## src/hdl/move_list_pkg.sv

```systemverilog
package move_list_pkg;

	// ==========================================================================
	// bus and register file
	// ==========================================================================
	localparam int data_w = 32;             // avalon word width, same as ram word
	typedef logic [data_w-1:0] data_t;

	localparam int reg_count = 16;          // interface regs live at 0..15
	typedef logic [$clog2(reg_count)-1:0] reg_idx_t;

	typedef logic [255:0] board_t;          // reg 2 is the low word, reg 9 the top word

	// address map
	localparam int ctrl_addr  = 0;          // control register
	localparam int board_base = 2;          // first of eight board words
	localparam int count_addr = 16;         // ram word with the move count
	localparam int list_base  = 17;         // first move of the list

	// control register bits
	localparam int start_bit = 0;
	localparam int done_bit  = 1;

	// ==========================================================================
	// lmg fifo words and moves
	// ==========================================================================
	localparam int slots_per_word = 8;
	localparam int slot_w         = 19;
	typedef logic [slots_per_word*slot_w-1:0] fifo_word_t;  // slot k at bits 19k+18:19k

	// one slot as the generator packs it, msb first
	typedef struct packed {
		logic       invalid;                // 0 means the slot holds a move
		logic [5:0] tag;
		logic [2:0] dst_row;
		logic [2:0] dst_col;
		logic [2:0] src_row;
		logic [2:0] src_col;
	} slot_t;

	// move as the host sees it, row and column of each square swapped
	typedef struct packed {
		logic [5:0] tag;
		logic [2:0] dst_col;
		logic [2:0] dst_row;
		logic [2:0] src_col;
		logic [2:0] src_row;
	} move_t;

	typedef logic [7:0] count_t;            // moves written in one run

	typedef enum logic [2:0] {idle, pop, wait_data, slot, write_count, write_end} unpack_state_t;

endpackage
```

## src/hdl/move_unpacker.sv

```systemverilog
`timescale 1ns/100ps

module move_unpacker #(
	parameter int ram_addr_w = 15
) (
	input  logic                        clk,
	input  logic                        rst_n,
	input  logic                        run_start,    // clears count, arms for lmg_done
	input  logic                        lmg_done,
	input  logic                        fifo_empty,   // looked at on the last slot only
	input  move_list_pkg::fifo_word_t   fifo_data,    // valid the cycle after fifo_rd
	output logic                        fifo_rd,
	output logic                        unp_wr,
	output logic [ram_addr_w-1:0]       unp_addr,
	output move_list_pkg::data_t        unp_wdata,
	output logic                        run_done
);
	import move_list_pkg::*;

	localparam int idx_w = $clog2(slots_per_word);

	// ==========================================================================
	// state
	// ==========================================================================
	unpack_state_t          state;
	logic [idx_w-1:0]       slot_idx;     // slot under work in the current word
	count_t                 count;        // valid moves written so far
	logic                   armed;        // run_start seen, waiting for lmg_done
	logic                   lmg_done_q;   // for the rising edge of lmg_done
	logic                   done_rise;
	logic                   last_slot;

	slot_t                  cur_slot;
	move_t                  cur_move;
	logic [ram_addr_w-1:0]  list_addr;    // next free list word, also the terminator spot

	assign done_rise = armed && lmg_done && !lmg_done_q;
	assign last_slot = slot_idx == idx_w'(slots_per_word - 1);

	// pick one slot from the held fifo word
	assign cur_slot = slot_t'(fifo_data[slot_w*slot_idx +: slot_w]);

	// swap row and col of both squares, tag stays on top
	always_comb begin
		cur_move.tag     = cur_slot.tag;
		cur_move.dst_col = cur_slot.dst_col;
		cur_move.dst_row = cur_slot.dst_row;
		cur_move.src_col = cur_slot.src_col;
		cur_move.src_row = cur_slot.src_row;
	end

	assign list_addr = ram_addr_w'(list_base) + ram_addr_w'(count);

	assign fifo_rd = (state == pop);  // one cycle per word

	// ==========================================================================
	// fsm
	// ==========================================================================
	always_ff @(posedge clk) begin
		if (!rst_n) begin
			state      <= idle;
			slot_idx   <= '0;
			count      <= '0;
			armed      <= 1'b0;
			lmg_done_q <= 1'b0;
			unp_wr     <= 1'b0;
			run_done   <= 1'b0;
		end else begin
			lmg_done_q <= lmg_done;
			unp_wr     <= 1'b0;                      // writes are single cycle strobes
			run_done   <= 1'b0;

			case (state)
				idle: begin
					if (run_start) begin
						count <= '0;                 // new run, list starts over
						armed <= 1'b1;
					end else if (done_rise) begin
						armed <= 1'b0;
						state <= pop;                // first word as soon as lmg is done
					end
				end

				pop: begin
					state <= wait_data;              // fifo answers next cycle
				end

				wait_data: begin
					slot_idx <= '0;
					state    <= slot;
				end

				slot: begin
					if (!cur_slot.invalid) begin
						unp_wr    <= 1'b1;
						unp_addr  <= list_addr;
						unp_wdata <= {{(data_w - $bits(move_t)){1'b0}}, cur_move};
						count     <= count + 1'b1;
					end
					slot_idx <= slot_idx + 1'b1;   // wraps to 0 after the eighth slot
					if (last_slot)
						state <= fifo_empty ? write_count : pop;
				end

				write_count: begin
					unp_wr    <= 1'b1;
					unp_addr  <= ram_addr_w'(count_addr);
					unp_wdata <= {{(data_w - $bits(count_t)){1'b0}}, count};
					state     <= write_end;
				end

				write_end: begin
					unp_wr    <= 1'b1;                 // zero word closes the list
					unp_addr  <= list_addr;
					unp_wdata <= '0;
					run_done  <= 1'b1;                 // lands with the terminator write
					state     <= idle;
				end

				default: begin
					state <= idle;
				end
			endcase
		end
	end

endmodule

```

## config.mk

```make
export PLATFORM = sky130hd
export DESIGN_NAME = move_unpacker
export DESIGN_NICKNAME = d
export VERILOG_FILES = /design/src/hdl/move_list_pkg.sv /design/src/hdl/move_unpacker.sv
export SDC_FILE = /design/constraint.sdc
export NUM_CORES = 1
export LEC_CHECK = 0
export BUFFER_PORTS_ARGS = -buffer_cell sky130_fd_sc_hd__buf_2
export CAP_MARGIN = 25
export CORE_ASPECT_RATIO = 1.75
export CORE_MARGIN = 4
export CORE_UTILIZATION = 26
export CTS_CLUSTER_SIZE = 20
export DETAILED_ROUTE_END_ITERATION = 10
export SLEW_MARGIN = 30
export SYNTH_ARGS = -nofsm -noshare
export SYNTH_HDL_FRONTEND = slang
export SYNTH_SLANG_ARGS = --single-unit
```

## constraint.sdc

```tcl
create_clock -name clk -period 3.3 [get_ports clk]
set_clock_uncertainty 0.15 [all_clocks]
set_input_delay 0.33 -clock clk [delete_from_list [all_inputs] [get_ports clk]]
set_output_delay 0.33 -clock clk [all_outputs]
set_load 0.02 [all_outputs]
```

==> results.cfg <==
[worst_setup_path]
rr_endpoint = unp_wdata[9]
critPathRequiredTime_ps = 3140
max_stage_delay_ps = 670
crit_path_top_delay_cell = or4_1
setup.worst_path.end_class = flop
crit_chain = buf_4 > nor3b_1 > or4_1 > a21oi_4 > buf_12
critPathTopFamily = simple AND/OR/NAND/NOR gates
crit_type = reg2reg
critPathLaunchType = flop
reg2reg_depth = 5
r2r_slack_ps = 700
critPathArrivalTime_ps = 2450
crit_path_max_fanout = 19
r2r-start = slot_idx[2]
crit_buf_inv = 2

[route]
wl_per_cell_microns = 16.5
drt_iter0_drc = 204
drc = 0
drt-total-wl_microns = 10200
first_pass_iters = 5
vias_per_cell = 4.75
vias = 2940
detail-route-antenna-nets = 0

[logic_synthesis]
syn_area_per_cell_sq_um = 11.4
yosysMostFrequentCell = mux4_2
ys_warn_count = 0
synth_top_area_frac = 0.256
ys_ff_latch = 45
synth_top_area_cell = edfxtp_1
yosys-top-cells-count = 36 x mux4_2, 27 x edfxtp_1, 24 x mux2i_1, 22 x a21oi_1, 22 x nor2_1
async_reset_ff_frac = 0
synth.distinct_cells = 36
ys.flop_type = edfxtp_1
synth_cells = 279
ys_seq_area_frac = 0.369
synth-edff-count = 27
syn_area_sq_um = 3170
synthTopCellsByArea = edfxtp_1 26%, mux4_2 26%, dfxtp_1 11%, mux2i_1 7.6%, buf_4 4.7%

[grt]
grt_max_degree = 37
grt-ovfl-total = 0
antenna_found_initial = 0
grt_pass1_wl_microns = 15600
grt_pass1_vias = 2992
gr-usage-all-layers = 0.141

[pwr]
internal-power_mw = 1.00
clockPowerShare = 0.384
irDropWorstVdd_mv = 0.147
power_mw = 1.29
combPwrFrac = 0.150
power_leakage_nw = 1.78
power.switching_mw = 0.285
p_sw_frac = 0.221
p_seq_frac = 0.467
power.density_nw_per_um2 = 296

[clock_tree]
clock-sinks = 45
ctsHoldBuffers = 0
cts_buffers = 5
clkLatencyLatePin_ps = 280
cts_resized = 0
cts_setup_buffers = 0
cts_buffer_depth = 2
clk_pin_slew_worst_paths_ps = 60
cts-root-buf = clkbuf_16
htreeDepth = 2
cts_tree = built

[min_path]
worstHoldEndpoint = lmg_done_q
min_from = lmg_done
min_delay_path_depth = 2
hp-class = in2reg

[sta]
max_freq_mhz = 384
tightest_slew_ps = 656
fin_ws_ps = 697
fin_crit_sh = 0.789
post-route-min-period_ps = 2600
relSlewSlack = 0.563
rsz0062_at_grt = false
slew_violations = 0
hold_viol_final = 0
setup_viol = 0
tns_ps = 0

[floorplan]
die_w_microns = 91.5
rows = 53
initial_utilization = 0.264
die_area_sq_um = 14100
die_h_microns = 154
coreArea_sq_um = 12000
io_pins = 207

[cells_and_area]
final_cell_area_sq_um = 4350
finalNetCount = 613
syn_to_final_growth_pct = 37.1
fill_cells = 1220
drive_above_1_share = 0.524
antenna_cells = 0
multiInputGateArea_sq_um = 1830
regArea_sq_um = 1170

[placement]
place_ws_ps = 688
hpwl_microns = 8760
port-buffer-count = 186
gp_congestion = 0.846
post_dp_cell_area_sq_um = 4200

[status]
status = complete, no violations

[job]
drv_cap = 0
[power groups by stage]
stage | Clock, mW | Sequential (mW) | Combinational (mW)
after global routing | 0.530 | 0.601 | 0.213
after global placement | 0 | 0.613 | 0.191
after detailed placement | 0 | 0.613 | 0.194
after CTS | 0.508 | 0.601 | 0.194
final | 0.494 | 0.601 | 0.193
after floorplan | 0 | 0.611 | 0.106
[placed cells by master (no fill, tap or decap), types with 2 or more instances in the layout]
cell type    n
or3_1        4
nor2_1      22
nand2_1     14
mux4_2      36
a21oi_1     21
dfxtp_2      2
xnor2_1      3
clkbuf_16    5
ha_1         3
and3_1       3
nor2b_1      3
nand3_1     13
clkinv_1     2
edfxtp_1    27
xor2_1       2
buf_2      186
dfxtp_1     16
conb_1      20
nor3_1       5
nand2b_1     3
inv_1        2
mux2i_1     24
nand3b_1     2
nor3b_1      4
o21ai_0     13
or4_1        2
buf_4        4
[registers in the layout, indices dropped and copies added, names as in the netlist]
signal,flops
armed,1
run_done,1
slot_idx,3
unp_wr,1
count,8
state,3
unp_wdata,18
unp_addr,9
lmg_done_q,1
[layer usage]
layer / share of wire / track usage
met5: 0 / 0
met4: 0.024 / 0.0475
met3: 0.091 / 0.0343
met2: 0.53 / 0.265
met1: 0.35 / 0.151
[stage by stage]
step           utilization  hold WS (ps)  instances
5_1_grt              0.362           140        619
3_3_place_gp         0.350           314        611
2_1_floorplan            -           288        298
3_5_place_dp         0.350           307        611
6_report             0.362           123        619
4_1_cts              0.362           119        619
[cells by family after synthesis]
| logic type | after synthesis | synth area share |
|---|---|---|
| AND/OR/NAND/NOR | 80 | 0.126 |
| multiplexers | 60 | 0.331 |
| buffers and inverters | 46 | 0.0824 |
| flip-flops | 45 | 0.369 |
| AO/OA/AOI/OAI | 39 | 0.0643 |
| XOR/XNOR | 5 | 0.0138 |
| adder cells (fa/ha/maj) | 3 | 0.0118 |
| other | 1 | 0.00118 |
[cell type report]
| class | count | area share |
|---|---|---|
| clock buffers | 6 | 0.0319 |
| clock inverters | 2 | 0.00201 |
| inverters | 3 | 0.00259 |
| multi-input cells | 207 | 0.421 |
| flip-flops and latches | 45 | 0.270 |
| well taps | 165 | 0.0475 |
| repair buffers | 191 | 0.226 |
[worst max-delay path by stage]
| stage | cells after the start | startpoint | end |
|---|---|---|---|
| after floorplan | 6 | slot_idx[0] | unp_addr[0] |
| after global placement | 5 | slot_idx[2] | unp_wdata[4] |
| after detailed placement | 5 | slot_idx[2] | unp_wdata[4] |
| after CTS | 5 | slot_idx[2] | unp_addr[3] |
| after global routing | 5 | slot_idx[2] | unp_addr[3] |
| final | 5 | slot_idx[2] | unp_wdata[9] |
(Power assumes the default switching activity.)
