### src/hdl/move_list_pkg.sv
package move_list_pkg;

	// ==========================================================================
	// bus and register file
	// ==========================================================================
	localparam int data_w = 32;             // avalon word width, same as ram word
	typedef logic [data_w-1:0] data_t;

	localparam int reg_count = 16;          // interface regs live at 0..15
	typedef logic [$clog2(reg_count)-1:0] reg_idx_t;

	typedef logic [255:0] board_t;          // reg 2 is the low word, reg 9 the top word

	// address map
	localparam int ctrl_addr  = 0;          // control register
	localparam int board_base = 2;          // first of eight board words
	localparam int count_addr = 16;         // ram word with the move count
	localparam int list_base  = 17;         // first move of the list

	// control register bits
	localparam int start_bit = 0;
	localparam int done_bit  = 1;

	// ==========================================================================
	// lmg fifo words and moves
	// ==========================================================================
	localparam int slots_per_word = 8;
	localparam int slot_w         = 19;
	typedef logic [slots_per_word*slot_w-1:0] fifo_word_t;  // slot k at bits 19k+18:19k

	// one slot as the generator packs it, msb first
	typedef struct packed {
		logic       invalid;                // 0 means the slot holds a move
		logic [5:0] tag;
		logic [2:0] dst_row;
		logic [2:0] dst_col;
		logic [2:0] src_row;
		logic [2:0] src_col;
	} slot_t;

	// move as the host sees it, row and column of each square swapped
	typedef struct packed {
		logic [5:0] tag;
		logic [2:0] dst_col;
		logic [2:0] dst_row;
		logic [2:0] src_col;
		logic [2:0] src_row;
	} move_t;

	typedef logic [7:0] count_t;            // moves written in one run

	typedef enum logic [2:0] {idle, pop, wait_data, slot, write_count, write_end} unpack_state_t;

endpackage
### src/hdl/host_regs.sv
`timescale 1ns/100ps

module host_regs #(
	parameter int ram_addr_w = 15
) (
	input  logic                    clk,
	input  logic                    rst_n,
	input  logic [ram_addr_w-1:0]   address,
	input  logic                    read,
	input  logic                    write,
	input  move_list_pkg::data_t    writedata,
	input  logic                    run_done,     // one cycle, list is complete
	output move_list_pkg::data_t    reg_rdata,    // registered, valid the cycle after read
	output logic                    run_start,    // one cycle, tells the unpacker to arm
	output logic                    lmg_start,    // two cycles to the generator
	output move_list_pkg::board_t   board_state
);
	import move_list_pkg::*;

	localparam int board_regs = $bits(board_t) / data_w;   // eight words of board

	// ==========================================================================
	// decode
	// ==========================================================================
	data_t    regs [reg_count];    // regs[ctrl_addr] is the control word
	data_t    ctrl_next;
	reg_idx_t reg_idx;
	logic     is_reg;              // address falls in the register window
	logic     reg_wr;
	logic     ctrl_wr;
	logic     start_rise;          // start goes 0 -> 1 on this write
	logic [1:0] start_pipe;        // shift of start_rise, gives the 2 cycle lmg_start

	assign is_reg  = address < ram_addr_w'(reg_count);
	assign reg_idx = address[$bits(reg_idx_t)-1:0];
	assign reg_wr  = write && is_reg;
	assign ctrl_wr = reg_wr && (reg_idx == reg_idx_t'(ctrl_addr));

	assign start_rise = ctrl_wr && writedata[start_bit] && !regs[ctrl_addr][start_bit];

	// next control word
	always_comb begin
		ctrl_next = regs[ctrl_addr];
		if (ctrl_wr) begin
			ctrl_next           = writedata;
			ctrl_next[done_bit] = regs[ctrl_addr][done_bit];  // host cannot set done itself
		end
		if (run_done)
			ctrl_next[done_bit] = 1'b1;                   // unpacker finished the list
		if (!ctrl_next[start_bit])
			ctrl_next[done_bit] = 1'b0;                   // done never stands without start
	end

	// ==========================================================================
	// register file
	// ==========================================================================
	always_ff @(posedge clk) begin
		if (!rst_n) begin
			regs[ctrl_addr] <= '0;
			start_pipe      <= '0;
		end else begin
			regs[ctrl_addr] <= ctrl_next;
			if (reg_wr && !ctrl_wr)
				regs[reg_idx] <= writedata;              // plain data regs, board and spares
			start_pipe <= {start_pipe[0], start_rise};
		end
	end

	// lmg_start from the edge after the write, for two cycles
	assign lmg_start = start_pipe[0] | start_pipe[1];
	assign run_start = start_pipe[0];                     // unpacker arms with the first one

	// read port, the store muxes this against ram data
	always_ff @(posedge clk) begin
		if (read && is_reg)
			reg_rdata <= regs[reg_idx];
	end

	// board words straight out to the generator
	always_comb begin
		for (int k = 0; k < board_regs; k++) begin
			board_state[k*data_w +: data_w] = regs[board_base + k];
		end
	end

endmodule

### config.mk
export PLATFORM = sky130hd
export DESIGN_NAME = host_regs
export DESIGN_NICKNAME = d
export VERILOG_FILES = /design/src/hdl/move_list_pkg.sv /design/src/hdl/host_regs.sv
export SDC_FILE = /design/constraint.sdc
export NUM_CORES = 1
export LEC_CHECK = 0
export ABC_AREA = 1
export BUFFER_PORTS_ARGS = -buffer_cell sky130_fd_sc_hd__buf_2
export CORE_ASPECT_RATIO = 1.75
export CORE_MARGIN = 2
export CORE_UTILIZATION = 52
export CTS_BUF_LIST = sky130_fd_sc_hd__clkbuf_2
export DETAILED_ROUTE_END_ITERATION = 10
export GPL_TIMING_DRIVEN = 0
export PLACE_DENSITY = 0.78
export SLEW_MARGIN = 20
export SYNTH_ARGS = -nofsm -noshare
export SYNTH_HDL_FRONTEND = slang
export SYNTH_SLANG_ARGS = --single-unit
export TNS_END_PERCENT = 50
### constraint.sdc
create_clock -name clk -period 4.61 [get_ports clk]
set_clock_uncertainty 0.1 [all_clocks]
set_input_delay 0.922 -clock clk [delete_from_list [all_inputs] [get_ports clk]]
set_output_delay 0.922 -clock clk [all_outputs]
set_load 0.01 [all_outputs]
==> results of run 1 <==
==> final timing paths <==
path,from,to,cells past startpoint
worst min-delay path,writedata[21],regs[5][21],1
worst max register to register,regs[3][0],reg_rdata[0],4
worst min register to register,regs[0][0],start_pipe[0],1
worst max-delay path,rst_n,regs[3][5],8
==> worst max-delay path, delay by kind of cell <==
family | cells | cell delay [ps]
buffers and inverters | 6 | 1680
and+or+nand+nor | 2 | 1080
==> per-layer routing <==
layer / part of all wire, % / GRT usage [%]
met3: 8.7 / 6.29
met1: 33 / 33.4
met2: 52 / 52.8
met4: 5.6 / 17.0
met5: 0.023 / 0
==> cell usage in the layout, fill, tap and decap left out, drive strengths merged, types with 2 or more instances in the layout <==
cell	count
dfxtp	4
edfxtp	542
clkbuf	162
nand3	2
nor2	45
clkinv	48
dlygate4sd3	2
nand4	34
buf	467
nand2	267
a22oi	256
inv	48
bufinv	5
nor3	16
diode	2
==> registers in the layout, summed over array words and instances (netlist names) <==
| name | flops |
|---|---|
| reg_rdata | 32 |
| regs | 512 |
| start_pipe | 2 |
==> cell type report <==
| type | instances | share of cell area [%] |
|---|---|---|
| tap | 485 | 2.48 |
| sequential | 546 | 66.9 |
| clock buffer | 150 | 3.07 |
| multi-input combinational | 623 | 14.3 |
| timing repair buffer | 409 | 9.39 |
| antenna | 2 | 0.0205 |
| clock inverter | 55 | 1.45 |
| inverter | 47 | 0.722 |
| buffer | 72 | 1.65 |
==> cells by family after synthesis <==
kind of cell           after synthesis  synth area share [%]
buffers and inverters              119                  2.85
flip-flops                         546                  80.3
AND/OR/NAND/NOR                    367                  7.37
AO/OA/AOI/OAI                      256                  9.44
==> report_power, final <==
group	internal (mW)	switching, mW
Clock	1.18	1.83
Combinational	0.129	0.334
Sequential	5.46	0.00448
==> stage by stage <==
step	std cells	total power, mW	util, %	area (sq um)	hold slack (ps)
after floorplan	1288	5.81	-	20400	320
after global placement	2114	6.01	58.9	22700	355
after detailed placement	2180	6.03	60.6	23300	352
after CTS	2387	8.97	63.5	24400	4.60
after global routing	2388	9.21	63.5	24400	24.9
final	2389	8.95	63.5	24400	82.5
==> timing repair <==
action                                 4_1_cts  5_1_grt
setup buffers                                0        0
hold buffers                                 2        0
endpoints found under the hold margin        2        0
==> results.md, run 1 <==
- GRT Total Usage: 29.9%
- # setup viols final: 0
- Worst-path maximum fanout: 10
- DRC viols: 0
- WL final: 62.2 mm
- Starting DRT DRC Count: 1437
- Num CTS Buffers: 112
- Synth Instances: 1288
- Library cells used by synthesis: 21
- Final cycle utilization of the critical path: 64.7%
- Worst VDD drop: 296 uV
- Initial core utilization: 52.9%
- Pins Over Slew Limit: 0
- Global-route wire length before repair: 89.4 mm
- Ports: 342
- Crit path kind: primary input to flip-flop
- Mapped Nets: 1340
- Leading post-synthesis cells by cell area: edfxtp_1 80%, a22oi_1 9.4%, nand2_1 4.9%
- LEAKAGE: 9.45 nW
- Crit-path slowest cell: nor3_2
- Largest net degree at the start of global routing: 19
- Clock-pin slew on the worst setup and hold paths: 130 ps
- Clk_lat worst skew: 1100 ps
- CTS max path bufs: 3
- Mapped cell area: 0.0204 sq mm
- Worst slack at placement: 742 ps
- Initial antenna violation count: 2
- Max Fclk: 0.335 GHz
- IO buf count: 341
- Min cycle time layout: 2980 ps
- CTS tree: done
- Area of the multi-input gates: 0.00350 sq mm
- Register area share after synthesis: 80.3%
- Gates resized, CTS repair: 0
- Core box area: 0.0385 sq mm
- Drt first pass iters: 5
- Nets: 1863
- Worst Hold Class: primary input to flip-flop
- Global route overflow: 0
- Vias in the first global route: 14700
- Syn Area/Cell: 15.8 sq um
- Yosys warning total: 0
- CP peak stage delay: 690 ps
- #FFs+latches synth: 546
- Clk root buf: clkbuf_2
- Primary FF master, synth: edfxtp_1
- Slew Limit Headroom: 31.7%
- Status: completed
- Dpl hpwl: 43.1 mm
- Pwr/cell area: 366 mW/mm^2
- Vias: 14300
- Layout area overhead: 20.1%
- RSZ-0062 raised after global routing: no
- Clock sinks: 546
- Wirelength per Cell: 26.0 um
- Die area: 0.0408 sq mm
- Antenna Violating Nets Remaining: 0
- Max Cap Viol: 0
- Post-Route Setup TNS: 0 ps
- Most common cell in the netlist: edfxtp_1
- Async set-reset flop share out of synthesis: 0%
- Die X: 154 um
- Setup slack after layout: 1630 ps
- H-tree lvl count: 3
- Critical Path RT: 5320 ps
- Worst-path cell chain: dlygate4sd3_1 -> buf_2 -> nand4_1 -> buf_2 -> nor3_2 -> buf_6 -> buf_6 -> buf_4
- Register area: 0.0164 sq mm
- Area leader, netlist: edfxtp_1
- DR vias/cell: 5.99
- Number of fill cells: 2790
- CP endpoint kind: flip-flop
- Hold Fails Final Rpt: 0
- Row cnt: 95
- Number of flops mapped to enable cells by yosys: 542
- Critical Path AT: 3690 ps
- Reg2reg setup slack: 3220 ps
- Top cell type's share of synthesized area: 79.9%
- Worst Max-Slew Pin Slew: 1020 ps
- Die height: 266 um
- CP startpoint kind: primary input
- Top post-synthesis cells by count: 542 x edfxtp_1, 266 x nand2_1, 256 x a22oi_1
- Share of post-route cells with drive strength above 1: 34.6%
- GPL Wtd Cong: 0.813
Power figures use the tool's default switching activity.
==> run 2, diff against run 1 <==
==> constraint.sdc (replaced) <==
create_clock -name clk -period 2.5 [get_ports clk]
set_clock_uncertainty 0.1 [all_clocks]
set_input_delay 0.5 -clock clk [delete_from_list [all_inputs] [get_ports clk]]
set_output_delay 0.5 -clock clk [all_outputs]
set_load 0.01 [all_outputs]
==> results.md, run 2 (synthesis gave the netlist of run 1 again) <==
- Reg2reg setup slack: 1020 ps
- Crit path max-delay family: buffers and inverters
- CP peak stage delay: 700 ps
- Worst VDD drop: 498 uV
- Global route overflow: 0
- Hold Fails Final Rpt: 0
- Final cycle utilization of the critical path: 99.9%
- Pins Over Slew Limit: 0
- LEAKAGE: 9.69 nW
- Row cnt: 95
- Crit path kind: primary input to flip-flop
- Leading registers by flop count: regs: 512 flops, reg_rdata: 32 flops, start_pipe: 2 flops
- Placed cells: 2153
- Global-route wire length before repair: 90.5 mm
- Status: completed
- Worst Hold Path Cells: 5
- Starting DRT DRC Count: 1661
- CP startpoint kind: primary input
- Slew Limit Headroom: 30.6%
- Worst R2R End: regs[0][1]
- Max Fclk: 0.400 GHz
- Critical Path AT: 3180 ps
- IO buf count: 341
- Buffer and inverter count on the worst path: 7
- Die X: 154 um
- Initial core utilization: 52.9%
- Worst Hold Class: primary input to flip-flop
- Reg with most FFs: regs
- Clock-pin slew on the worst setup and hold paths: 150 ps
- Share of post-route cells with drive strength above 1: 33.5%
- Vias: 14400
- Largest net degree at the start of global routing: 21
- Wirelength per Cell: 26.1 um
- CTS tree: done
- Post-Layout Cell Count: 2396
- Clock sinks: 546
- Worst Max-Slew Pin Slew: 1040 ps
- Max reg flops: 512
- Antenna Violating Nets Remaining: 0
- Vias in the first global route: 15100
- Layout area overhead: 23.1%
- Worst-path maximum fanout: 11
- Number of fill cells: 2730
- Crit-path slowest cell: nor3_4
- Core box area: 0.0385 sq mm
- Num CTS Buffers: 109
- Drt first pass iters: 8
- Hold_sp: address[12]
- Die height: 266 um
- Initial antenna violation count: 1
- DRC viols: 0
- Die area: 0.0408 sq mm
- H-tree lvl count: 3
- # setup viols final: 0
- Hold EP: reg_rdata[2]
- Commonest non-fill, non-tap cell in the layout: edfxtp_1
- Critical Path RT: 3180 ps
- FF-to-FF path depth: 5
- CTS max path bufs: 3
- Post-Route Setup TNS: 0 ps
- Nets: 1879
- RSZ-0062 raised after global routing: no
- Final design utilization: 65.1%
- CP endpoint kind: flip-flop
- Most frequent cells in the layout: 542 x edfxtp_1, 374 x buf_2, 264 x nand2_1
- Max Cap Viol: 0
- DR vias/cell: 6.03
- WL final: 62.5 mm
- Dpl hpwl: 42.6 mm
- Ports: 342
- Min cycle time layout: 2500 ps
- GPL Wtd Cong: 0.828
- GRT Total Usage: 30.2%
- Pwr/cell area: 662 mW/mm^2
- Worst R2R Start: regs[0][0]
- Clk root buf: clkbuf_2
- Clk_lat worst skew: 1130 ps
- Worst-path cell chain: dlygate4sd3_1 -> buf_2 -> inv_2 -> nor2_2 -> buf_2 -> buf_4 -> inv_2 -> nor3_4 -> buf_8
## run 2: cell count changes in the layout (fill, tap and decap cells not counted), moves of 3 or more
| cell | delta |
|---|---|
| buf_4 | -49 |
| dlygate4sd3_1 | +44 |
| buf_8 | +29 |
| nor3_2 | -15 |
| nor3_4 | +15 |
| clkinv_1 | -13 |
| buf_6 | -5 |
| buf_16 | +3 |
| nor2_1 | -3 |
## run 2: worst max path at each step
| stage | slack, ps | startpoint | to | cells past startpoint |
|---|---|---|---|---|
| after floorplan | -410 | address[4] | regs[13][0] | 5 |
| after global placement | -2270 | address[0] | regs[5][16] | 7 |
| after detailed placement | -1140 | address[4] | regs[11][24] | 9 |
| after CTS | 20 | address[4] | regs[11][28] | 9 |
| after global routing | 7 | address[1] | regs[2][16] | 9 |
| final | 3 | address[0] | regs[1][10] | 9 |
## run 2: area by class of cell
class,instances,area (sq um),area share (%)
inverter,47,176,0.704
clock buffer,150,751,3.00
timing repair buffer,428,2790,11.2
sequential,546,16400,65.3
buffer,72,410,1.64
antenna,1,2.50,0.00999
multi-input combinational,623,3610,14.4
tap,485,607,2.42
clock inverter,44,343,1.37
## run 2: what timing repair did
item                                   4_1_cts  5_1_grt
gates resized for setup                      3        2
hold buffers                                46        0
endpoints found under the hold margin      574        0
setup endpoints to repair                    1       24
setup buffers                                0        2
pin swaps                                    0        3
## run 2: per-layer routing
layer / global-route usage, % / wire (um) / part of all wire (%) / vias up
met5: 0 / 0 / 0 / -
li1: - / - / - / 6105
met1: 33.9 / 20400 / 33 / 7048
met3: 6.42 / 6100 / 9.7 / 224
met2: 52.4 / 32600 / 52 / 1068
met4: 18.9 / 3400 / 5.4 / 0
## run 2: stage by stage
step                total power, mW  instance area, sq um  hold slack [ps]  setup slack (ps)
floorplan                      10.7                 20500              320              -409
global placement               11.1                 22800              342             -2270
detailed placement             11.1                 23500              347             -1140
CTS                            16.6                 25000             32.2              19.7
global route                   17.1                 25100              125              7.00
finish                         16.6                 25100             96.9              2.91
## run 2: power breakdown
part | switching, mW | internal (mW) | leakage, nW
sequential | 0.00821 | 10.1 | 4.94
clock | 3.33 | 2.26 | 0.791
combinational | 0.632 | 0.281 | 3.96
total | 3.97 | 12.6 | 9.69
## run 2: worst min-delay path, cell delays in order
cell	delay, ps
buf_2	70
inv_1	30
nand2_1	60
nor2_2	90
and3_2	350
==> run 3, diff against run 2 <==
--- a/config.mk
+++ b/config.mk
@@ -13,7 +13,7 @@
 export CTS_BUF_LIST = sky130_fd_sc_hd__clkbuf_2
 export DETAILED_ROUTE_END_ITERATION = 10
 export GPL_TIMING_DRIVEN = 0
-export PLACE_DENSITY = 0.78
+export PLACE_DENSITY = 0.81
 export SLEW_MARGIN = 20
 export SYNTH_ARGS = -nofsm -noshare
 export SYNTH_HDL_FRONTEND = slang
==> results.md, run 3 (synthesis gave the netlist of run 1 again) <==
- Status: complete, but fails checks
- Violated checks: setup timing
- Clock sinks: 546
- CTS tree: done
- Worst Hold Class: primary input to flip-flop
- Reg with most FFs: regs
- Hold_sp: rst_n
- IO buf count: 341
- Crit path kind: primary input to flip-flop
- WL final: 63.5 mm
- Core box area: 0.0385 sq mm
- Register share of total power: 62.8%
- Placed cells: 2153
- DR vias/cell: 6.05
- CP peak stage delay: 660 ps
- Nets: 1880
- Starting DRT DRC Count: 1706
- Row cnt: 95
- LEAKAGE: 9.65 nW
- Critical Path Start: rst_n
- Pins Over Slew Limit: 0
- Ports: 342
- Max Cap Viol: 0
- Initial core utilization: 52.9%
- Vias: 14500
- Drt first pass iters: 6
- Worst-path maximum fanout: 10
- Layout area overhead: 22.7%
- Setup slack after layout: -147 ps
- Num CTS Buffers: 109
- Hold Fails Final Rpt: 0
- Die area: 0.0408 sq mm
- CP startpoint kind: primary input
- Min cycle time layout: 2650 ps
- Dpl hpwl: 43.1 mm
- Global route overflow: 0
- Number of fill cells: 2696
- Critical Path AT: 3320 ps
- Register area: 0.0164 sq mm
- Buffer and inverter count on the worst path: 5
- Worst VDD drop: 503 uV
- GPL Wtd Cong: 0.816
- Crit path max-delay family: buffers and inverters
- NetSw: 3.94 mW
- Wirelength per Cell: 26.5 um
- Critical Path RT: 3170 ps
- Part of the power in the clock network: 31.5%
- Slew Limit Headroom: 25.3%
- Share of post-route cells with drive strength above 1: 33.3%
- Max Fclk: 0.378 GHz
- Initial antenna violation count: 2
- CTS max path bufs: 3
- Global-route wire length before repair: 89.9 mm
- Vias in the first global route: 14900
- Antenna Violating Nets Remaining: 0
- Area of the multi-input gates: 0.00362 sq mm
- Worst Max-Slew Pin Slew: 1120 ps
- DRC viols: 0
- Total power: 16.1 mW
- GRT Total Usage: 30.2%
- Final cycle utilization of the critical path: 106%
- Worst R2R Start: regs[0][0]
- Clk_lat worst skew: 1090 ps
- H-tree lvl count: 3
- RSZ-0062 raised after global routing: yes
- Die X: 154 um
- Clock-pin slew on the worst setup and hold paths: 110 ps
- Worst-path cell chain: dlygate4sd3_1 -> buf_2 -> nand4_1 -> buf_6 -> nor3_4 -> buf_8 -> buf_8
- Largest net degree at the start of global routing: 19
- Pwr/cell area: 643 mW/mm^2
- Clk root buf: clkbuf_2
- Die height: 266 um
- Pint: 12.1 mW
- # setup viols final: 69
- Met1 global-route usage: 33.0%
- Comb power frac: 5.8%
- Most frequent cells in the layout: 542 x edfxtp_1, 374 x buf_2, 264 x nand2_1
- Commonest non-fill, non-tap cell in the layout: edfxtp_1
- Cell mode on critical path: buf_8
- Met3 Track Usage GR: 7.12%
- Hold slack: 175 ps
- GR peak layer: met2
- Max reg flops: 512
- Met2 Use GR: 53.2%
- Post-Layout Cell Count: 2398
- Crit-path slowest cell: nor3_4
- Sw Ratio: 24.5%
- Leading registers by flop count: regs: 512 flops, reg_rdata: 32 flops, start_pipe: 2 flops
- CP endpoint kind: flip-flop
## run 3: cell types whose count changed in the layout (fill, tap and decap cells not counted), sizes merged
cell,before,now
clkbuf,162,166
bufinv,6,1
clkinv,35,37
dlymetal6s4s,0,1
## run 3: metrics by stage
stage / instance area, sq um / utilization [%] / TNS (ps) / setup slack [ps]
after floorplan: 20500 / - / -106110 / -409
after global placement: 22800 / 59.3 / -806260 / -2170
after detailed placement: 23500 / 61.0 / -361560 / -1090
after CTS: 24900 / 64.8 / 0 / 33.8
after global routing: 25000 / 64.9 / -299 / -48.5
final: 25000 / 64.9 / -2750 / -147
## run 3: worst min-delay path: cells and delay by family
kind                   cells  cell delay (ps)
and+or+nand+nor            1               70
buffers and inverters      3              750
## run 3: layout make-up
class	count	area share, %
antenna	1	0.0100
buffer	72	1.64
clock buffer	154	3.09
clock inverter	41	0.781
inverter	47	0.706
multi-input combinational	623	14.5
sequential	546	65.5
tap	485	2.43
timing repair buffer	429	11.4
## run 3: path summary, 6_finish.rpt
path,to,slack (ps),depth (start not counted)
setup / recovery,regs[2][21],-150,7
hold / removal,start_pipe[1],170,4
setup reg to reg,regs[0][1],920,5
hold reg to reg,start_pipe[1],380,2
## run 3: timing repair
item,in CTS,in global routing
hold buffers,47,0
hold endpoints to repair,562,0
buffers inserted,0,2
gates resized for setup,3,5
pin swaps,0,3
setup endpoints to repair,1,38
## run 3: layer usage
layer / routed length [um] / up-vias
met4: 3770 / 2
met2: 33200 / 1092
met5: 11 / -
li1: - / 6122
met1: 20400 / 7062
met3: 6140 / 231
## run 3: power by group through the flow
| stage | sequential, mW | combinational, mW | clock, mW |
|---|---|---|---|
| 6_report | 10.1 | 0.928 | 5.05 |
| 4_1_cts | 10.1 | 0.900 | 5.06 |
| 2_1_floorplan | 10.3 | 0.436 | 0 |
| 3_3_place_gp | 10.3 | 0.801 | 0 |
| 5_1_grt | 10.1 | 0.984 | 5.46 |
| 3_5_place_dp | 10.3 | 0.843 | 0 |
